$ cat src/include/camera_defines.svh
`ifndef CAMERA_DEFINES_SVH
`define CAMERA_DEFINES_SVH

// ==============================
// Pixel and coordinate widths
// ==============================

// Raw sensor sample and colour channel width
`define PIXEL_WIDTH 12

// Column and row counters
`define COORD_WIDTH 16

`define FRAME_COUNT_WIDTH 16

// ==============================
// Buffer depth and tone defaults
// ==============================

// Longest line the demosaic line buffer holds
`define MAX_LINE_WIDTH 640

// Half scale for a 12-bit channel
`define DEFAULT_THRESHOLD 12'h800

`endif

$ cat src/hdl/cameraPkg.sv
`default_nettype none

package cameraPkg;

	// ==============================
	// Capture control
	// ==============================

	// Capture FSM states
	typedef enum logic [1:0]
	{
		IDLE       = 2'd0,
		WAIT_FRAME = 2'd1,
		ACTIVE     = 2'd2,
		DRAINING   = 2'd3
	} captureState;

	// ==============================
	// Tone stage
	// ==============================

	// Output modes where code 3 falls back to colour
	typedef enum logic [1:0]
	{
		COLOR  = 2'd0,
		GRAY   = 2'd1,
		BINARY = 2'd2
	} toneMode;

endpackage

`default_nettype wire

$ cat src/hdl/toneConfig.sv
`timescale 1ns/100ps
`default_nettype none

`include "camera_defines.svh"

module toneConfig import cameraPkg::*;
(
	input logic D5M_PIXLCLK,
	input logic rst,
	input toneMode mode,
	input logic [`PIXEL_WIDTH-1:0] threshold,
	input logic frameStart,
	output toneMode activeMode,
	output logic [`PIXEL_WIDTH-1:0] activeThreshold
);

	// Settings change only between frames, so one frame never mixes two modes
	always_ff @(posedge D5M_PIXLCLK)
	begin
		if (rst)
		begin
			activeMode <= COLOR;
			activeThreshold <= `DEFAULT_THRESHOLD;
		end
		else if (frameStart)
		begin
			activeMode <= mode;
			activeThreshold <= threshold;
		end
	end

endmodule

`default_nettype wire

$ cat config.mk
export PLATFORM = sky130hd
export DESIGN_NAME = toneConfig
export DESIGN_NICKNAME = d
export VERILOG_FILES = /design/src/hdl/cameraPkg.sv /design/src/hdl/toneConfig.sv
export VERILOG_INCLUDE_DIRS = /design/src /design/src/include
export SDC_FILE = /design/constraint.sdc
export NUM_CORES = 1
export LEC_CHECK = 0
export BUFFER_PORTS_ARGS = -buffer_cell sky130_fd_sc_hd__buf_2
export CAP_MARGIN = 25
export CORE_MARGIN = 1
export CORE_UTILIZATION = 38
export CTS_BUF_LIST = sky130_fd_sc_hd__clkbuf_4 sky130_fd_sc_hd__clkbuf_8 sky130_fd_sc_hd__clkbuf_16
export DETAILED_ROUTE_END_ITERATION = 7
export GPL_TIMING_DRIVEN = 0
export PLACE_DENSITY = 0.72
export SLEW_MARGIN = 20
export SYNTH_ARGS = -nofsm -noshare
export SYNTH_HDL_FRONTEND = slang
export SYNTH_SLANG_ARGS = --single-unit
$ cat constraint.sdc
create_clock -name D5M_PIXLCLK -period 1 [get_ports D5M_PIXLCLK]
set_input_delay 0.15 -clock D5M_PIXLCLK [delete_from_list [all_inputs] [get_ports D5M_PIXLCLK]]
set_output_delay 0.15 -clock D5M_PIXLCLK [all_outputs]
set_load 0.01 [all_outputs]
# == Yosys cells after proc, flatten, opt, wreduce, memory -nomap -nowiden ==
# Cells that the tools add are included.
# word_totals
reg_bits,14
input_bits,17
output_inout_bits,14
elab_cells,2

# == Logic depth before layout (Yosys ltp) ==
# logic_depth
ltp_word,0
mapped_depth,4
depth_no_buf,2

# == Worst setup path after synthesis ==
# No wires, ideal clock.
# synth_timing
path_type,reg2reg
start,register activeThreshold[11] (netlist name)
end,register activeThreshold[11]
arrival_time_ns,0.645
t_required_ns,0.880
slack_ns,0.235
path_stages_with_launch,3
path_buffers,0
synth_period_minus_slack_ns,0.765
path_cell_list,dfxtp_1 -> nor2b_1 -> a211o_1
# synth_lines
element,line_no,source
"end signal, assigned",toneConfig.sv:23,activeThreshold <= `DEFAULT_THRESHOLD;
"end signal, assigned",toneConfig.sv:28,activeThreshold <= threshold;
"end, declared",toneConfig.sv:14,output logic [`PIXEL_WIDTH-1:0] activeThreshold

# == Worst setup path after layout ==
# layout_timing
start,register activeThreshold[9]
end,output port activeThreshold[9]
# No word-level cell between the ends.

==> flow_summary.rst <==
.. list-table::
   :header-rows: 1

   * - Metric
     - Value
   * - Result of the run
     - finished, final reports clean
   * - Number of design-rule violations left by the first detailed-router iteration
     - 3
   * - Maximum number of pins on one net before global-route repair
     - 11
   * - Wire length of the first global-routing pass
     - between 1000 and 1500 um
   * - Maximum capacitance violations
     - 0
   * - Number of antenna violations at the first check in global routing
     - 0
   * - Antenna diode count
     - 0
   * - Overall die height
     - slightly below 40 um
   * - Highest Clock Rate
     - around 1100 MHz
   * - Clock latency on the worst-skew pair
     - between 0.2 and 0.3 ns
   * - Clock root buffer master
     - clkbuf_4
   * - Area of the die
     - around 1500 um^2
   * - Pleak
     - roughly 0.38 nW
   * - Required time of the critical path
     - roughly 0.85 ns
   * - HPWL reported at the end of detailed placement
     - 727 um
   * - Setup TNS
     - 0 ns
   * - Net Count, Synth
     - 62
   * - Total Nets Final
     - 96
   * - Sum of routed wire length over all layers
     - around 940 um
   * - Kind of cell with the highest combined delay on the critical path
     - flip-flops
   * - Worst setup path category
     - flop to output port
   * - Number of global-route vias before repair
     - about 350
   * - Worst Setup SP
     - activeThreshold[9]
   * - WP buf/inv
     - 1
   * - Critical path's largest stage delay
     - approximately 0.34 ns
   * - Share of the clock period used by the worst path after layout
     - between 80% and 90%
   * - Syn-to-layout area delta
     - 36.3%
   * - Routed via count divided by cell count
     - approximately 4.5
   * - Number of buffers inserted by hold repair at cts
     - 0
   * - Initial core utilization
     - a little over two fifths
   * - Sum of overflow across all layers after global routing
     - 0
   * - Post-CTS Repair Setup Buffers
     - 0
   * - Kind of start point of the critical path
     - flop
   * - CP max-delay cell
     - dfxtp_1
   * - Arrival time of data at the critical path endpoint
     - 0.75 ns
   * - Number of H-tree levels
     - 1
   * - Post-route DRC violation count
     - 0
   * - Clock buffer count from CTS
     - 3
   * - Number of nets with antenna violations after detailed routing
     - 0
   * - Post-synth cell types
     - 8
   * - CTS tree
     - done
   * - Startpoint of the lowest-slack hold path
     - threshold[11]
   * - GRT Overall Usage
     - between 15 and 20%
   * - Boundary Pins
     - 31
   * - Layout Cells excl Fill
     - 91
   * - Worst-case clock skew
     - 0 ns
   * - Chain of cells forming the critical path
     - buf_2
   * - Pin slew with the least headroom to its limit
     - around 0.18 ns
   * - Clock sinks
     - 14
   * - Placer's final routability congestion estimate
     - about 0.64
   * - Std-Cell Rows
     - 12
   * - Chip width
     - just under 40 um
   * - Post-CTS clock slew at the launch and capture registers of the worst setup and hold paths
     - approximately 0.07 ns
   * - Final setup violating endpoints
     - 0
   * - Synth warn
     - 0
   * - Worst reg2reg setup slack
     - 0.26 ns
   * - Post-synthesis average cell area
     - about 11 um^2
   * - Maximum resistive drop on vdd
     - ~0.00086 V
   * - Max Transition Viols Final
     - 0
   * - Part of the Yosys area used for sequential elements
     - roughly 55%
   * - Min cycle time layout
     - around 0.9 ns
   * - Power per cell area
     - about 1500 nW/um^2
   * - Cell Count Post-Placement
     - 88
   * - Cell count after synthesis
     - between 40 and 50
   * - Buffers from clock root to sink, at most
     - 2
   * - Number of vias after detailed routing
     - ~410
   * - Unrepaired setup endpoints after global routing
     - false
   * - Resized cells post-CTS
     - 0
   * - Detailed Routing Iterations Pass 1
     - 4
   * - WL/cell
     - 10.3 um
   * - Port-buffer cells
     - 29
   * - Area of the mapped netlist
     - around 500 um^2
   * - Class of the most critical hold timing path
     - input pin to flop
   * - Fraction of layout cells with a size suffix above 1
     - a little under half
   * - Startpoint of the worst-slack reg-to-reg timing path
     - activeThreshold[11]
   * - Filler instances
     - around 100
   * - Worst slew margin relative to its limit
     - just under 90%
   * - Number of storage elements in the synthesis netlist
     - 14
   * - Largest fanout of any net on the critical path
     - 2
   * - Core Region
     - 1170 um^2
   * - Final hold vios
     - 0
   * - Endpoint type of the worst setup path
     - output port
## where the power goes
part / total [mW] / internal [mW] / switching [mW]
Sequential: 0.606 / 0.591 / 0.0147
Combinational: 0.164 / 0.0886 / 0.0756
Clock: 0.295 / 0.139 / 0.156
Total: 1.06 / 0.819 / 0.246
## Yosys cell counts (all sizes together)
master / n / share of area, %
nor2b: 1 / 1.2
nor2: 13 / 9.6
buf: 3 / 7.1
dfxtp: 14 / 55
mux2i: 13 / 25
a211o: 1 / 1.7
## worst register-to-register path: stages, from the launching register on
cell	delay [ns]
dfxtp_1	0.31
nor2b_1	0.12
a211o_1	0.21
## layer usage
metal	part of all wire [%]	vias to the layer above	GRT usage [%]
li1	-	215	-
met1	44	173	19.9
met2	47	16	21.7
met3	7.8	2	8.67
met4	0.86	0	5.17
met5	0	-	0
## cell families (layout without fill, tap and decap cells)
group / Yosys count / in the layout / synth area share, %
multiplexers: 13 / 13 / 25.5
AO/OA/AOI/OAI: 1 / 1 / 1.72
buffers and inverters: 3 / 35 / 7.11
AND/OR/NAND/NOR: 14 / 14 / 10.8
flip-flops: 14 / 14 / 54.9
## final cells by class
type	instances	area, um^2	area share, %
Timing Repair Buffer	29	145	20.9
Multi-Input combinational cell	28	194	27.9
Tap cell	14	17.5	2.52
Sequential cell	14	280	40.3
Clock buffer	3	22.5	3.24
Buffer	3	36.3	5.22
## path summary, 6_finish.rpt
| check | endpoint | cells past startpoint |
|---|---|---|
| max | activeThreshold[9] | 1 |
| min reg2reg | activeThreshold[1] | 2 |
| min | activeThreshold[11] | 2 |
| max reg2reg | activeThreshold[11] | 2 |
## placed cells by master (no fill, tap or decap)
| cell type | instances |
|---|---|
| dfxtp_1 | 14 |
| a211o_1 | 1 |
| mux2i_1 | 13 |
| buf_2 | 30 |
| nor2b_1 | 1 |
| nor2_1 | 13 |
| clkbuf_4 | 3 |
| buf_12 | 1 |
| buf_6 | 1 |
## sequential cells by signal (all words and copies together), names as in the netlist
register	flops
activeThreshold	12
activeMode	2
## through the flow
step | cell area [um^2] | util (%) | worst slack [ns] | hold WS (ns) | power [mW]
after floorplan | 510 | - | 0.235 | 0.222 | 0.712
after global placement | 673 | 57.5 | 0.225 | 0.360 | 0.781
after detailed placement | 673 | 57.5 | 0.222 | 0.362 | 0.785
after CTS | 696 | 59.4 | 0.0922 | 0.0800 | 1.08
after global routing | 696 | 59.4 | 0.0635 | 0.0730 | 1.13
final | 696 | 59.4 | 0.105 | 0.0851 | 1.06
No activity file was read; power rests on OpenSTA's default activity.
