`config.mk`:
```
export PLATFORM = sky130hd
export DESIGN_NAME = pixelTone_flat
export DESIGN_NICKNAME = d
export VERILOG_FILES = /design/src/hdl/cameraPkg.sv /design/src/hdl/pixelStreamIf.sv /design/src/hdl/pixelTone.sv /design/src/flat_wrapper.sv
export VERILOG_INCLUDE_DIRS = /design/src /design/src/include
export SDC_FILE = /design/constraint.sdc
export NUM_CORES = 1
export LEC_CHECK = 0
export BUFFER_PORTS_ARGS = -buffer_cell sky130_fd_sc_hd__buf_2
export CAP_MARGIN = 0
export CORE_MARGIN = 5
export CORE_UTILIZATION = 52
export CTS_CLUSTER_SIZE = 10
export DETAILED_ROUTE_END_ITERATION = 8
export GPL_ROUTABILITY_DRIVEN = 0
export PLACE_DENSITY = 0.79
export SLEW_MARGIN = 20
export SYNTH_ARGS = -nofsm -noshare
export SYNTH_HDL_FRONTEND = slang
export SYNTH_SLANG_ARGS = --single-unit
```
`constraint.sdc`:
```
create_clock -name D5M_PIXLCLK -period 3.95 [get_ports D5M_PIXLCLK]
set_clock_uncertainty 0.15 [all_clocks]
set_input_delay 0.79 -clock D5M_PIXLCLK [delete_from_list [all_inputs] [get_ports D5M_PIXLCLK]]
set_output_delay 0.79 -clock D5M_PIXLCLK [all_outputs]
set_load 0.02 [all_outputs]
```
`src/include/camera_defines.svh`:
```
`ifndef CAMERA_DEFINES_SVH
`define CAMERA_DEFINES_SVH

// ==============================
// Pixel and coordinate widths
// ==============================

// Raw sensor sample and colour channel width
`define PIXEL_WIDTH 12

// Column and row counters
`define COORD_WIDTH 16

`define FRAME_COUNT_WIDTH 16

// ==============================
// Buffer depth and tone defaults
// ==============================

// Longest line the demosaic line buffer holds
`define MAX_LINE_WIDTH 640

// Half scale for a 12-bit channel
`define DEFAULT_THRESHOLD 12'h800

`endif

```
`src/hdl/cameraPkg.sv`:
```
`default_nettype none

package cameraPkg;

	// ==============================
	// Capture control
	// ==============================

	// Capture FSM states
	typedef enum logic [1:0]
	{
		IDLE       = 2'd0,
		WAIT_FRAME = 2'd1,
		ACTIVE     = 2'd2,
		DRAINING   = 2'd3
	} captureState;

	// ==============================
	// Tone stage
	// ==============================

	// Output modes where code 3 falls back to colour
	typedef enum logic [1:0]
	{
		COLOR  = 2'd0,
		GRAY   = 2'd1,
		BINARY = 2'd2
	} toneMode;

endpackage

`default_nettype wire

```
`src/hdl/pixelStreamIf.sv`:
```
`timescale 1ns/100ps
`default_nettype none

`include "camera_defines.svh"


// One RGB pixel per Bayer block
interface rgbStreamIf;
	logic [`PIXEL_WIDTH-1:0] red;
	logic [`PIXEL_WIDTH-1:0] green;
	logic [`PIXEL_WIDTH-1:0] blue;
	logic valid;

	modport source (output red, output green, output blue, output valid);
	modport sink (input red, input green, input blue, input valid);
endinterface

`default_nettype wire

```
`src/hdl/pixelTone.sv`:
```
`timescale 1ns/100ps
`default_nettype none

`include "camera_defines.svh"

module pixelTone import cameraPkg::*;
(
	input logic D5M_PIXLCLK,
	input logic rst,
	rgbStreamIf.sink rgb,
	input toneMode activeMode,
	input logic [`PIXEL_WIDTH-1:0] activeThreshold,
	output logic [`PIXEL_WIDTH-1:0] red,
	output logic [`PIXEL_WIDTH-1:0] green,
	output logic [`PIXEL_WIDTH-1:0] blue,
	output logic pixelValid
);

	logic [`PIXEL_WIDTH+1:0] graySum;
	logic [`PIXEL_WIDTH-1:0] redD;
	logic [`PIXEL_WIDTH-1:0] greenD;
	logic [`PIXEL_WIDTH-1:0] blueD;
	logic [`PIXEL_WIDTH-1:0] grayD;
	logic [`PIXEL_WIDTH-1:0] binary;
	logic validD;

	// ==============================
	// Gray value stage
	// ==============================

	// (r + 2g + b) / 4 with two extra bits for the carry
	assign graySum = {2'b00, rgb.red} + {1'b0, rgb.green, 1'b0} + {2'b00, rgb.blue};

	always_ff @(posedge D5M_PIXLCLK)
	begin
		if (rst)
			validD <= 1'b0;
		else
			validD <= rgb.valid;
	end

	always_ff @(posedge D5M_PIXLCLK)
	begin
		redD <= rgb.red;
		greenD <= rgb.green;
		blueD <= rgb.blue;
		grayD <= graySum[`PIXEL_WIDTH+1:2];
	end

	// ==============================
	// Mode select stage
	// ==============================

	assign binary = (grayD >= activeThreshold) ? '1 : '0;

	always_ff @(posedge D5M_PIXLCLK)
	begin
		if (rst)
			pixelValid <= 1'b0;
		else
			pixelValid <= validD;
	end

	always_ff @(posedge D5M_PIXLCLK)
	begin
		case (activeMode)
			GRAY:
			begin
				red <= grayD;
				green <= grayD;
				blue <= grayD;
			end
			BINARY:
			begin
				red <= binary;
				green <= binary;
				blue <= binary;
			end
			// Unused code 3 shows colour as well
			default:
			begin
				red <= redD;
				green <= greenD;
				blue <= blueD;
			end
		endcase
	end

endmodule

`default_nettype wire

```
`src/flat_wrapper.sv`:
```
// flat-port wrapper written by rule: the top's interface ports become plain ports
module pixelTone_flat import cameraPkg::*;
  (D5M_PIXLCLK, rst, activeMode, activeThreshold, red, green, blue, pixelValid, rgb_red, rgb_green, rgb_blue, rgb_valid);
  rgbStreamIf rgb_i ();
  input logic D5M_PIXLCLK;
  input logic rst;
  input toneMode activeMode;
  input logic [`PIXEL_WIDTH-1:0] activeThreshold;
  output logic [`PIXEL_WIDTH-1:0] red;
  output logic [`PIXEL_WIDTH-1:0] green;
  output logic [`PIXEL_WIDTH-1:0] blue;
  output logic pixelValid;
  input wire logic [$bits(rgb_i.red)-1:0] rgb_red;
  input wire logic [$bits(rgb_i.green)-1:0] rgb_green;
  input wire logic [$bits(rgb_i.blue)-1:0] rgb_blue;
  input wire logic [$bits(rgb_i.valid)-1:0] rgb_valid;
  assign rgb_i.red = rgb_red;
  assign rgb_i.green = rgb_green;
  assign rgb_i.blue = rgb_blue;
  assign rgb_i.valid = rgb_valid;
  pixelTone u_core (.D5M_PIXLCLK(D5M_PIXLCLK), .rst(rst), .rgb(rgb_i), .activeMode(activeMode), .activeThreshold(activeThreshold), .red(red), .green(green), .blue(blue), .pixelValid(pixelValid));
endmodule
```
Word-level counts from Yosys, hierarchy flattened
Cells that the tools add are included.
- word-level logic and storage cells: 18
- register bits: 86
- order comparisons: 1
- equality and inequality tests: 2
- $add $sub $neg: 2
- multiplexer cells: 4
- operator list (operator ; count):
    $pmux W12 S2 ; 3
    $add A12 B13 Y14 ; 1
    $add A14 B12 Y14 ; 1
    $ge A12 B12 Y1 ; 1
    $mux W12 ; 1
    $eq A2 B1 Y1 const B ; 1
    $eq A2 B2 Y1 const B ; 1

Depth between registers and ports, before layout
- depth in word-level cells: 3
- depth in mapped cells: 9
- mapped depth without buffers: 9

Worst setup path after synthesis
OpenSTA, ideal clock, no wires.
- path type: input port to flip-flop
- from: input port rgb_blue[1]
- to: register u_core.grayD[11]
- path slack: 0.838 ns
- data arrival time: 2.848 ns
- data required time: 3.686 ns
- library setup time: 0.114 ns
- cell stages on the path: 9
- cell sequence: inv_1 > fa_1 > nor2_1 > fa_1 > a21o_1 > a221oi_2 > a21oi_1 > a211o_1 > a21o_1
- word-level cells in the longest chain between the ends: 1
- RTL lines (item ; RTL line ; text):
    start: declaration ; flat_wrapper.sv:15 ; input wire logic [$bits(rgb_i.blue)-1:0] rgb_blue;
    $add A14 B12 Y14 ; pixelTone.sv:32 ; assign graySum = {2'b00, rgb.red} + {1'b0, rgb.green, 1'b0} + {2'b00, rgb.blue};
    named net u_core.graySum[13] ; pixelTone.sv:19 ; logic [`PIXEL_WIDTH+1:0] graySum;
    end signal: assignment ; pixelTone.sv:47 ; grayD <= graySum[`PIXEL_WIDTH+1:2];
    end: declaration ; pixelTone.sv:23 ; logic [`PIXEL_WIDTH-1:0] grayD;
The timed path passes the listed nets, and every way through them passes these cells.
A chain may end at the register's enable or synchronous reset.

Worst setup path in the final report
Ends and elaborated chain as after synthesis.

==> key figures <==
Global route
  – Grt ovf: 0
  – First-pass GRT wire length: 10,720 microns
  – Initial antenna violation count: 0
  – Total GRT Usage: between 15 and 20%
  – Largest net degree at the start of global routing: 38
  – Vias in the first global route: about 2,400

Logic synthesis
  – Yosys cell types: 37
  – Post-synth EDFFs: 0
  – Ys async rst share: 0%
  – YS warnings: 0
  – Synth Instances: a little over 300
  – Sequential fraction of the synthesis area: between 50% and 60%
  – Synth area leader: dfxtp_1
  – Post-synth top flop: dfxtp_1
  – Synthesized cell area: around 3300 sq um
  – Register bit total from synthesis: 86
  – Largest cells by area after synthesis: dfxtp_1 (52%), ha_1 (9.4%), fa_1 (7.2%)
  – Avg Inst Size Synth: roughly 11 sq um
  – Most frequent cell after synthesis: dfxtp_1
  – Syn Nets: between 300 and 400
  – Yosys top cell area share: between 50 and 60%
  – Most instantiated cells after synthesis: dfxtp_1 (86), a21oi_1 (44), nor2b_1 (38)

Placement
  – Placed cell area: 3825 sq um
  – Worst slack, placed: roughly 0.58 ns
  – Port Buf Inserts: between 80 and 90
  – Post-DP HPWL: 4819 microns
  – Placed insts: 460

Route
  – Routed WL: between 6000 and 7000 microns
  – Via density: 4.897
  – Initial DRT Pass Iterations: 4
  – Wire per inst: roughly 13 microns
  – Via count: 2,331
  – Iteration-0 DRC Markers: 63
  – Antenna-violating nets left: 0
  – # DRC: 0

Flow run
  – Maxcap violations: 0

Die
  – IO Pins: 90
  – Row Count: 29
  – Die X: around 90 microns
  – Core Region: between 6000 and 7000 sq um
  – Die footprint: 8116 sq um
  – Die height: roughly 90 microns
  – Initial Util: between 50% and 60%

CTS
  – Worst-Skew Late Latency: 0.33 ns
  – Clock Pin Slew Worst Setup and Hold Paths: roughly 0.080 ns
  – Bufs on Longest Clock Path: 2
  – Post-CTS Setup Inserts: 0
  – CTS tree: done
  – Root buf cell: clkbuf_8
  – Sink Count: 86
  – Htree depth: 3
  – TritonCTS Buffers: 9
  – CTS Hold Bufs: 0
  – Post_cts resized: 0

Run status
  – Outcome: completed

Layout
  – Fin cells: around 480
  – Final Cell Area: 4018 sq um
  – Layout cells sized above 1: about a quarter
  – Final Util: 64.00%
  – Area Overhead vs Synth: 20.44%
  – Final net count: ~480
  – N_diodes: 0

Power
  – Logic pwr share: between 20% and 30%
  – Max VDD drop: just under 0.4 mV
  – Power share of the clock group: between 20% and 30%
  – Sw power: about 0.70 mW
  – Switching part of the total: 30.58%
  – Pwr dens: ~570 nW/um^2
  – Seq pwr share: 46.4%
  – Static leakage: between 1.5 and 2 nW
  – Internal: 1.599 mW

Timing
  – Post-route clock period utilization: between 70 and 80%
  – Final hold vios: 0
  – RSZ-0062 raised after global routing: no
  – Final Critical Period: 3.038 ns
  – Final worst setup slack: ~0.91 ns
  – Final Setup Violations: 0
  – Final Max Slew Viols: 0
  – Max frequency: 0.3292 GHz
  – TNS Setup: 0 ns
  – Pin slew with the least headroom to its limit: 0.9143 ns
  – Slew HR: 39.05%

Min path
  – HP Class: flop to flop

Critical path
  – Req. time, crit path: roughly 4 ns
  – Critical Path Start Type: input pin
  – Crit-path max FO: 3
  – Crit path kind: input pin to flop
  – Worst setup EP type: flop
  – Crit path DAT: approximately 3.1 ns
-- flip-flops by register name (all words and copies together), names as in the netlist --
signal             count
u_core.blue           12
u_core.blueD          12
u_core.grayD          12
u_core.green          12
u_core.greenD         12
u_core.pixelValid      1
u_core.red            12
u_core.redD           12
u_core.validD          1
-- power groups by stage --
stage	Combinational (mW)	Sequential [mW]	Clock [mW]
floorplan	0.364	1.18	0
global placement	0.636	1.09	0
detailed placement	0.648	1.09	0
CTS	0.652	1.07	0.606
global route	0.723	1.09	0.647
finish	0.643	1.07	0.592
-- stage by stage --
step | total power [mW] | hold WS (ns)
global route | 2.457 | 0.3105
global placement | 1.723 | 0.2699
floorplan | 1.547 | 0.2638
detailed placement | 1.738 | 0.2772
CTS | 2.328 | 0.2955
finish | 2.303 | 0.2889
-- path summary, 6_finish.rpt --
check | from | to | slack (ns) | cells past startpoint
min reg2reg | u_core.validD$_SDFF_PP0_ | u_core.pixelValid$_SDFF_PP0_ | 0.29 | 1
max reg2reg | u_core.grayD[2]$_DFF_P_ | u_core.blue[0]$_DFF_P_ | 1.64 | 7
min | u_core.validD$_SDFF_PP0_ | u_core.pixelValid$_SDFF_PP0_ | 0.29 | 1
max | rgb_blue[1] | u_core.grayD[11]$_DFF_P_ | 0.91 | 10
-- routing by layer --
metal | part of all wire [%] | GRT usage [%]
met2 | 51 | 27.26
met5 | 0 | 0
met4 | 1.1 | 5.583
met3 | 4.4 | 3.088
met1 | 43 | 19.51
-- cell usage in the layout (no fill, tap or decap), types with 3 or more instances in the layout --
master,instances
nor2_1,5
nand2_1,15
clkbuf_8,10
a21o_1,4
buf_2,89
ha_1,25
dfxtp_1,86
a31oi_1,3
xor2_1,4
clkbuf_1,3
a21oi_1,44
and3_1,3
nor2b_1,38
xnor2_1,5
fa_1,12
inv_1,19
-- critical path: stages --
cell and delay (ns):
buf_2 0.09, inv_1 0.05, fa_1 0.56, nor2_1 0.06
fa_1 0.39, a21o_1 0.23, a221oi_2 0.29, a21oi_1 0.19
a211o_1 0.30, a21o_1 0.17
-- kinds of logic (layout without fill, tap and decap cells) --
kind of cell    after synthesis  in the layout  share of synthesized area (%)
fa+ha+maj                    37             37                          16.58
mux                           1              1                         0.3001
flops                        86             86                          51.61
buf+inv                      28            125                          3.939
compound gates               67             67                          12.64
simple gates                 74             74                          12.57
xor+xnor                      9              9                          2.363
-- final cells by class --
class	count	area [sq um]
well taps	77	96.34
flip-flops and latches	86	1722
inverters	19	71.32
repair buffers	90	452.9
multi-input cells	188	1483
clock inverters	3	43.79
fillers	512	2260
clock buffers	13	148.9
No activity file was read; power rests on OpenSTA's default activity.
