==> src/include/camera_defines.svh <==
`ifndef CAMERA_DEFINES_SVH
`define CAMERA_DEFINES_SVH

// ==============================
// Pixel and coordinate widths
// ==============================

// Raw sensor sample and colour channel width
`define PIXEL_WIDTH 12

// Column and row counters
`define COORD_WIDTH 16

`define FRAME_COUNT_WIDTH 16

// ==============================
// Buffer depth and tone defaults
// ==============================

// Longest line the demosaic line buffer holds
`define MAX_LINE_WIDTH 640

// Half scale for a 12-bit channel
`define DEFAULT_THRESHOLD 12'h800

`endif

==> src/hdl/cameraPkg.sv <==
`default_nettype none

package cameraPkg;

	// ==============================
	// Capture control
	// ==============================

	// Capture FSM states
	typedef enum logic [1:0]
	{
		IDLE       = 2'd0,
		WAIT_FRAME = 2'd1,
		ACTIVE     = 2'd2,
		DRAINING   = 2'd3
	} captureState;

	// ==============================
	// Tone stage
	// ==============================

	// Output modes where code 3 falls back to colour
	typedef enum logic [1:0]
	{
		COLOR  = 2'd0,
		GRAY   = 2'd1,
		BINARY = 2'd2
	} toneMode;

endpackage

`default_nettype wire

==> src/hdl/pixelStreamIf.sv <==
`timescale 1ns/100ps
`default_nettype none

`include "camera_defines.svh"

// Raw Bayer pixels with their frame position
interface rawStreamIf;
	logic [`PIXEL_WIDTH-1:0] data;
	logic valid;
	logic [`COORD_WIDTH-1:0] x;
	logic [`COORD_WIDTH-1:0] y;

	modport source (output data, output valid, output x, output y);
	modport sink (input data, input valid, input x, input y);
endinterface


`default_nettype wire

==> src/hdl/frameCapture.sv <==
`timescale 1ns/100ps
`default_nettype none

`include "camera_defines.svh"

module frameCapture import cameraPkg::*;
(
	input logic D5M_PIXLCLK,
	input logic rst,
	input logic [`PIXEL_WIDTH-1:0] sensorData,
	input logic frameValid,
	input logic lineValid,
	input logic start,
	input logic stop,
	rawStreamIf.source raw,
	output logic frameStart,
	output logic [`FRAME_COUNT_WIDTH-1:0] frameCount
);

	logic [`PIXEL_WIDTH-1:0] dataReg;
	logic fvalReg;
	logic lvalReg;
	logic fvalPrev;
	logic lvalPrev;
	logic fvalRise;
	logic fvalFall;
	logic lineEnd;
	logic capture;
	logic [`COORD_WIDTH-1:0] xCount;
	logic [`COORD_WIDTH-1:0] yCount;
	captureState state;

	// ==============================
	// Sensor input registers
	// ==============================

	always_ff @(posedge D5M_PIXLCLK)
	begin
		dataReg <= sensorData;
	end

	always_ff @(posedge D5M_PIXLCLK)
	begin
		if (rst)
		begin
			fvalReg <= 1'b0;
			lvalReg <= 1'b0;
			fvalPrev <= 1'b0;
			lvalPrev <= 1'b0;
		end
		else
		begin
			fvalReg <= frameValid;
			lvalReg <= lineValid;
			fvalPrev <= fvalReg;
			lvalPrev <= lvalReg;
		end
	end

	assign fvalRise = fvalReg && !fvalPrev;
	assign fvalFall = !fvalReg && fvalPrev;
	assign lineEnd = !lvalReg && lvalPrev;
	assign capture = ((state == ACTIVE) || (state == DRAINING)) && fvalReg && lvalReg;

	// ==============================
	// Capture FSM
	// ==============================

	always_ff @(posedge D5M_PIXLCLK)
	begin
		if (rst)
		begin
			state <= IDLE;
			frameStart <= 1'b0;
			frameCount <= '0;
		end
		else
		begin
			frameStart <= 1'b0;
			case (state)
				IDLE:
				begin
					if (start)
						state <= WAIT_FRAME;
				end
				WAIT_FRAME:
				begin
					if (stop)
						state <= IDLE;
					else if (fvalRise)
					begin
						state <= ACTIVE;
						frameStart <= 1'b1;
					end
				end
				ACTIVE:
				begin
					// Back to back frames keep running until a stop
					if (fvalRise)
						frameStart <= 1'b1;
					// Stop between frames has nothing left to finish
					if (stop)
						state <= fvalReg ? DRAINING : IDLE;
				end
				DRAINING:
				begin
					if (fvalFall)
						state <= IDLE;
				end
				default:
					state <= IDLE;
			endcase
			if (fvalFall && ((state == ACTIVE) || (state == DRAINING)))
				frameCount <= frameCount + 1'b1;
		end
	end

	// Column and row positions of captured pixels
	always_ff @(posedge D5M_PIXLCLK)
	begin
		if (rst)
		begin
			xCount <= '0;
			yCount <= '0;
		end
		else if (fvalRise)
		begin
			xCount <= '0;
			yCount <= '0;
		end
		else if (capture)
			xCount <= xCount + 1'b1;
		else if (lineEnd && (xCount != '0))
		begin
			xCount <= '0;
			yCount <= yCount + 1'b1;
		end
	end

	// ==============================
	// Output register
	// ==============================

	always_ff @(posedge D5M_PIXLCLK)
	begin
		if (rst)
			raw.valid <= 1'b0;
		else
			raw.valid <= capture;
	end

	always_ff @(posedge D5M_PIXLCLK)
	begin
		if (capture)
		begin
			raw.data <= dataReg;
			raw.x <= xCount;
			raw.y <= yCount;
		end
	end

endmodule

`default_nettype wire

==> src/flat_wrapper.sv <==
// flat-port wrapper written by rule: the top's interface ports become plain ports
module frameCapture_flat import cameraPkg::*;
  (D5M_PIXLCLK, rst, sensorData, frameValid, lineValid, start, stop, frameStart, frameCount, raw_data, raw_valid, raw_x, raw_y);
  rawStreamIf raw_i ();
  input logic D5M_PIXLCLK;
  input logic rst;
  input logic [`PIXEL_WIDTH-1:0] sensorData;
  input logic frameValid;
  input logic lineValid;
  input logic start;
  input logic stop;
  output logic frameStart;
  output logic [`FRAME_COUNT_WIDTH-1:0] frameCount;
  output wire logic [$bits(raw_i.data)-1:0] raw_data;
  output wire logic [$bits(raw_i.valid)-1:0] raw_valid;
  output wire logic [$bits(raw_i.x)-1:0] raw_x;
  output wire logic [$bits(raw_i.y)-1:0] raw_y;
  assign raw_data = raw_i.data;
  assign raw_valid = raw_i.valid;
  assign raw_x = raw_i.x;
  assign raw_y = raw_i.y;
  frameCapture u_core (.D5M_PIXLCLK(D5M_PIXLCLK), .rst(rst), .sensorData(sensorData), .frameValid(frameValid), .lineValid(lineValid), .start(start), .stop(stop), .raw(raw_i), .frameStart(frameStart), .frameCount(frameCount));
endmodule
==> config.mk <==
export PLATFORM = sky130hd
export DESIGN_NAME = frameCapture_flat
export DESIGN_NICKNAME = d
export VERILOG_FILES = /design/src/hdl/cameraPkg.sv /design/src/hdl/pixelStreamIf.sv /design/src/hdl/frameCapture.sv /design/src/flat_wrapper.sv
export VERILOG_INCLUDE_DIRS = /design/src /design/src/include
export SDC_FILE = /design/constraint.sdc
export NUM_CORES = 1
export LEC_CHECK = 0
export ABC_CLOCK_PERIOD_IN_PS = 3700
export BUFFER_PORTS_ARGS = -buffer_cell sky130_fd_sc_hd__buf_2
export CAP_MARGIN = 40
export CORE_ASPECT_RATIO = 0.7
export CORE_UTILIZATION = 55
export DETAILED_ROUTE_END_ITERATION = 6
export PLACE_DENSITY = 0.88
export SLEW_MARGIN = 20
export SYNTH_ARGS = -nofsm -noshare
export SYNTH_HDL_FRONTEND = slang
export SYNTH_SLANG_ARGS = --single-unit
export TNS_END_PERCENT = 1
==> constraint.sdc <==
create_clock -name D5M_PIXLCLK -period 3.7 [get_ports D5M_PIXLCLK]
set_input_delay 0.74 -clock D5M_PIXLCLK [delete_from_list [all_inputs] [get_ports D5M_PIXLCLK]]
set_output_delay 0.74 -clock D5M_PIXLCLK [all_outputs]
set_load 0.05 [all_outputs]
=== Yosys cells after proc, flatten, opt, wreduce, memory -nomap -nowiden ===
Cells that the tools add are included.

* Register bits after elaboration: 112
* Output and inout port bits: 62
* Input bits: 18

* Bitwise logic cells: 1
* Mux-type cells: 12
* Reduce and logical (&&, ||, !) cells: 17
* Add/subtract/negate cells: 3
* Equality and inequality tests: 7

{| class="wikitable"
|+ Operators by type and width
! operator !! count
|-
| 16-bit by 1-bit adder with 16-bit output (second input constant) || 3
|-
| 16-bit 2-to-1 mux || 2
|-
| 16-bit nonzero test || 1
|-
| 2-bit 2-to-1 mux || 6
|-
| 2-bit one-hot mux with 4 select lines || 1
|-
| 1-bit logical AND || 7
|-
| 2-bit equality test (second input constant) || 2
|-
| 2-bit inequality test (second input constant) || 2
|-
| 4-bit AND reduction || 1
|-
| 1-bit zero test || 3
|-
| 3-bit by 2-bit inequality test with 1-bit output (second input constant) || 1
|-
| 2-bit by 1-bit equality test with 1-bit output (second input constant) || 1
|-
| 2-bit zero test || 1
|-
| 1-bit 2-to-1 mux || 2
|-
| 2-bit by 1-bit inequality test with 1-bit output (second input constant) || 1
|-
| 1-bit one-hot mux with 2 select lines || 1
|-
| 2-bit AND reduction || 1
|-
| 2-bit nonzero test || 1
|-
| 2-bit OR reduction || 1
|-
| 1-bit logical OR || 1
|-
| 1-bit inverter || 1
|}

=== Logic depth before layout (Yosys ltp) ===
* Word-level depth: 6
* Depth in mapped cells: 8
* Depth with buffers taken out: 7

=== Worst setup path before layout ===
Ideal clock, no wire load.

* Path type: reg-to-reg
* Start: register u_core.state[0]
* End: register u_core.xCount[10]
* Path slack: 0.885 ns
* Data arrival time: 2.682 ns
* Clock period less this slack: 2.815 ns
* Data required time: 3.568 ns
* Cell stages (with the launch flop): 8
* Path buffers: 0
* Path through: dfxtp_1 inv_1 ha_1 o211ai_1 clkinv_1 nand3_1 or3_1 a21oi_1

* Word-level cells in the longest chain between the ends: 5

{| class="wikitable"
|+ Ends and longest elaborated chain
! element !! RTL line !! RTL
|-
| start, declared || frameCapture.sv:31 || <nowiki>captureState state;</nowiki>
|-
| start signal, assigned || frameCapture.sv:103 || <nowiki>state <= fvalReg ? DRAINING : IDLE;</nowiki>
|-
| 2-bit equality test || frameCapture.sv:63 || <nowiki>assign capture = ((state == ACTIVE) || (state == DRAINING)) && fvalReg && lvalReg;</nowiki>
|-
| 1-bit logical OR * || frameCapture.sv:63 ||
|-
| 1-bit logical AND * (2 in series) || frameCapture.sv:63 ||
|-
| net u_core.capture || frameCapture.sv:28 || <nowiki>logic capture;</nowiki>
|-
| 16-bit 2-to-1 mux or 2-bit nonzero test (tied branches) || n/a ||
|-
| end signal, assigned || frameCapture.sv:132 || <nowiki>xCount <= xCount + 1'b1;</nowiki>
|-
| end, declared || frameCapture.sv:29 || <nowiki>logic [`COORD_WIDTH-1:0] xCount;</nowiki>
|}

The timed path passes the listed nets; every way through them passes the cells marked *.
A chain may end at the register's enable or synchronous reset.

=== Final worst setup path ===
Same ends and word-level chain as after synthesis.

==> results.json <==
{
  "globalplace.congestion": 0.883,
  "whs_endpoint": "u_core.raw.data[7]",
  "ys_seq_area_share_pct": 62.5,
  "cts.htree.levels": 3,
  "yosysWarnings": 0,
  "vias": 3251,
  "via_per_inst": 5.84,
  "hpwl_um": 5580,
  "final_common_cell": "buf_2",
  "io_buffers": 79,
  "antennaDiodeCount": 0,
  "hold_violations": 0,
  "ff2ff_setup_slack_ps": 1220,
  "drtIter0Drc": 238,
  "synth_cells": 375,
  "first_global_vias": 2785,
  "cts_resized": 0,
  "clkSlewWorstSetupHoldPaths_ps": 100,
  "cpPeakStageDelay_ps": 350,
  "drcViolationCount": 0,
  "setup_violations": 0,
  "syn_area_per_cell_um2": 11.4,
  "core-area_um2": 7420,
  "synth_edf_count": 44,
  "setup_slack_ps": 1220,
  "syn_area_um2": 4290,
  "status": "finished clean",
  "post-place-ws_ps": 1230,
  "hold_path_depth": 0,
  "cts_hold_buf": 0,
  "grt_pass1_wl_um": 13200,
  "startpoint_type": "register",
  "clock_path_buffers": 2,
  "hold_class": "reg -> reg",
  "fin_crit_sh_pct": 67.1,
  "ys_ff_latch": 112,
  "final_cell_mix": "buf_2, dfxtp_1, edfxtp_1",
  "synth_flop_cell": "dfxtp_1",
  "cts-root-buf": "clkbuf_8",
  "grt_max_degree": 30,
  "max_cap_violations": 0,
  "vdd.ir_drop.worst_mv": 0.244,
  "nets": 480,
  "reg2reg_from": "u_core.state[0]",
  "firstDrtPassIters": 6,
  "stdcell_area_um2": 4970,
  "synth.distinct_cells": 49,
  "fp-row-count": 26,
  "cts_buffers": 9,
  "ioPinCount": 80,
  "area_growth_pct": 15.9,
  "cpMostUsedCell": "buf_4",
  "cts.sinks": 112,
  "cp.arrival_ps": 2790,
  "fp.dieW_um": 108,
  "grt.overflow.total": 0,
  "rsz0062_at_grt": "no",
  "fmax_ghz": 0.403,
  "die_area_um2": 8170,
  "tightest_slew_ps": 585,
  "r2r-end": "u_core.xCount[10]",
  "clock_skew_ps": 11.5,
  "crit_path_max_fanout": 26,
  "hold_path.startpoint": "u_core.dataReg[7]",
  "min_period_ps": 2480,
  "crit_chain": "inv_1 > ha_1 > o211ai_1 > buf_4 > inv_2 > buf_4 > nand3_1 > or3_1 > a21oi_1",
  "wl_per_cell_um": 14.9,
  "fin_util_pct": 67.0,
  "rr_worst_depth": 9,
  "postCtsSetupRepairBufs": 0,
  "routed_wl_um": 8310,
  "cp-end-kind": "register",
  "power_leakage_nw": 1.88,
  "synthArstFlopShare_pct": 0,
  "synth_nets": 401,
  "power_density_nw_per_um2": 416,
  "relSlewSlack_pct": 60.8,
  "cts_tree": "done",
  "ant_nets": 0,
  "required_ps": 4010,
  "critPathKind": "reg -> reg",
  "finalMaxSlewViolations": 0,
  "post_dp_cell_area_um2": 4780,
  "grt_usage_pct": 21.0,
  "p_total_w": 0.00207,
  "initial_core_util_pct": 57.9,
  "fin_setup_tns_ps": 0,
  "clock_latency_ps": 380,
  "antenna_found_initial": 0,
  "cp_slowest_cell": "buf_4",
  "drive_gt1_share_pct": 22.2,
  "dieHeight_um": 75.9
}
-- area by class of cell --
class / count / area (um2)
Clock inverter: 6 / 67.6
Multi-Input combinational cell: 234 / 1480
Fill cell: 565 / 2440
Tap cell: 98 / 123
Inverter: 13 / 48.8
Clock buffer: 10 / 128
Timing Repair Buffer: 84 / 440
Sequential cell: 112 / 2680
-- flip-flops by register name (all words and copies together), names as in the netlist, 2 cells and up --
register           count
u_core.dataReg        12
u_core.yCount         16
u_core.raw.x          16
u_core.xCount         16
u_core.raw.y          16
u_core.state           2
u_core.frameCount     16
u_core.raw.data       12
-- report_power, final --
group / switching (W) / internal (W)
clock network: 0.000399 / 0.000317
registers: 0.00000644 / 0.00129
logic: 0.0000367 / 0.0000230
total: 0.000442 / 0.00163
-- critical path: cells and delay by family (launching register included) --
kind | cells | cell delay, ps
compound gates | 2 | 410
fa+ha+maj | 1 | 250
buf+inv | 4 | 930
flops | 1 | 340
simple gates | 2 | 470
-- worst max path at each step --
stage	from	end
floorplan	u_core.state[0]	u_core.xCount[10]
global placement	u_core.state[0]	u_core.xCount[10]
detailed placement	u_core.state[0]	u_core.xCount[10]
CTS	u_core.state[0]	u_core.xCount[10]
global route	u_core.state[0]	u_core.xCount[10]
finish	u_core.state[0]	u_core.xCount[10]
-- cells by family after synthesis --
family	Yosys count	share of synthesized area, %
AOI/OAI and AO/OA	82	11.9
xor gates and xnor gates	10	2.04
adders and majority gates	8	2.33
buffers and inverters	29	2.94
DFF	112	62.5
muxes	2	0.496
and+or+nand+nor	132	17.8
-- Yosys cell counts (all sizes together) (4+ instances only) --
library cell,n,area (um2)
o21ai,13,65.1
ha,8,100
nand3,20,100
nor2b,5,31.3
or4,17,128
and3,4,25.0
nand4,9,62.6
nor2,14,52.6
a21oi,35,175
and4,5,43.8
nor4,9,56.3
xnor2,8,70.1
or3,12,75.1
o31ai,16,120
clkbuf,9,37.5
nor3,6,30.0
edfxtp,44,1320
buf,7,40.0
inv,12,45.0
nand2,21,78.8
dfxtp,68,1360
-- metal layers --
| metal | share of wire (%) | GRT usage (%) | vias up |
|---|---|---|---|
| met5 | 0 | 0 | - |
| met4 | 0.84 | 4.66 | 0 |
| met3 | 7.1 | 7.92 | 8 |
| met2 | 46 | 32.0 | 133 |
| met1 | 47 | 28.5 | 1522 |
| li1 | - | - | 1588 |
-- stage by stage --
step           instances  hold WS, ps
2_1_floorplan        375          386
3_3_place_gp         539          386
3_5_place_dp         541          394
4_1_cts              557          416
5_1_grt              557          422
6_report             557          414
Power figures use the tool's default switching activity.
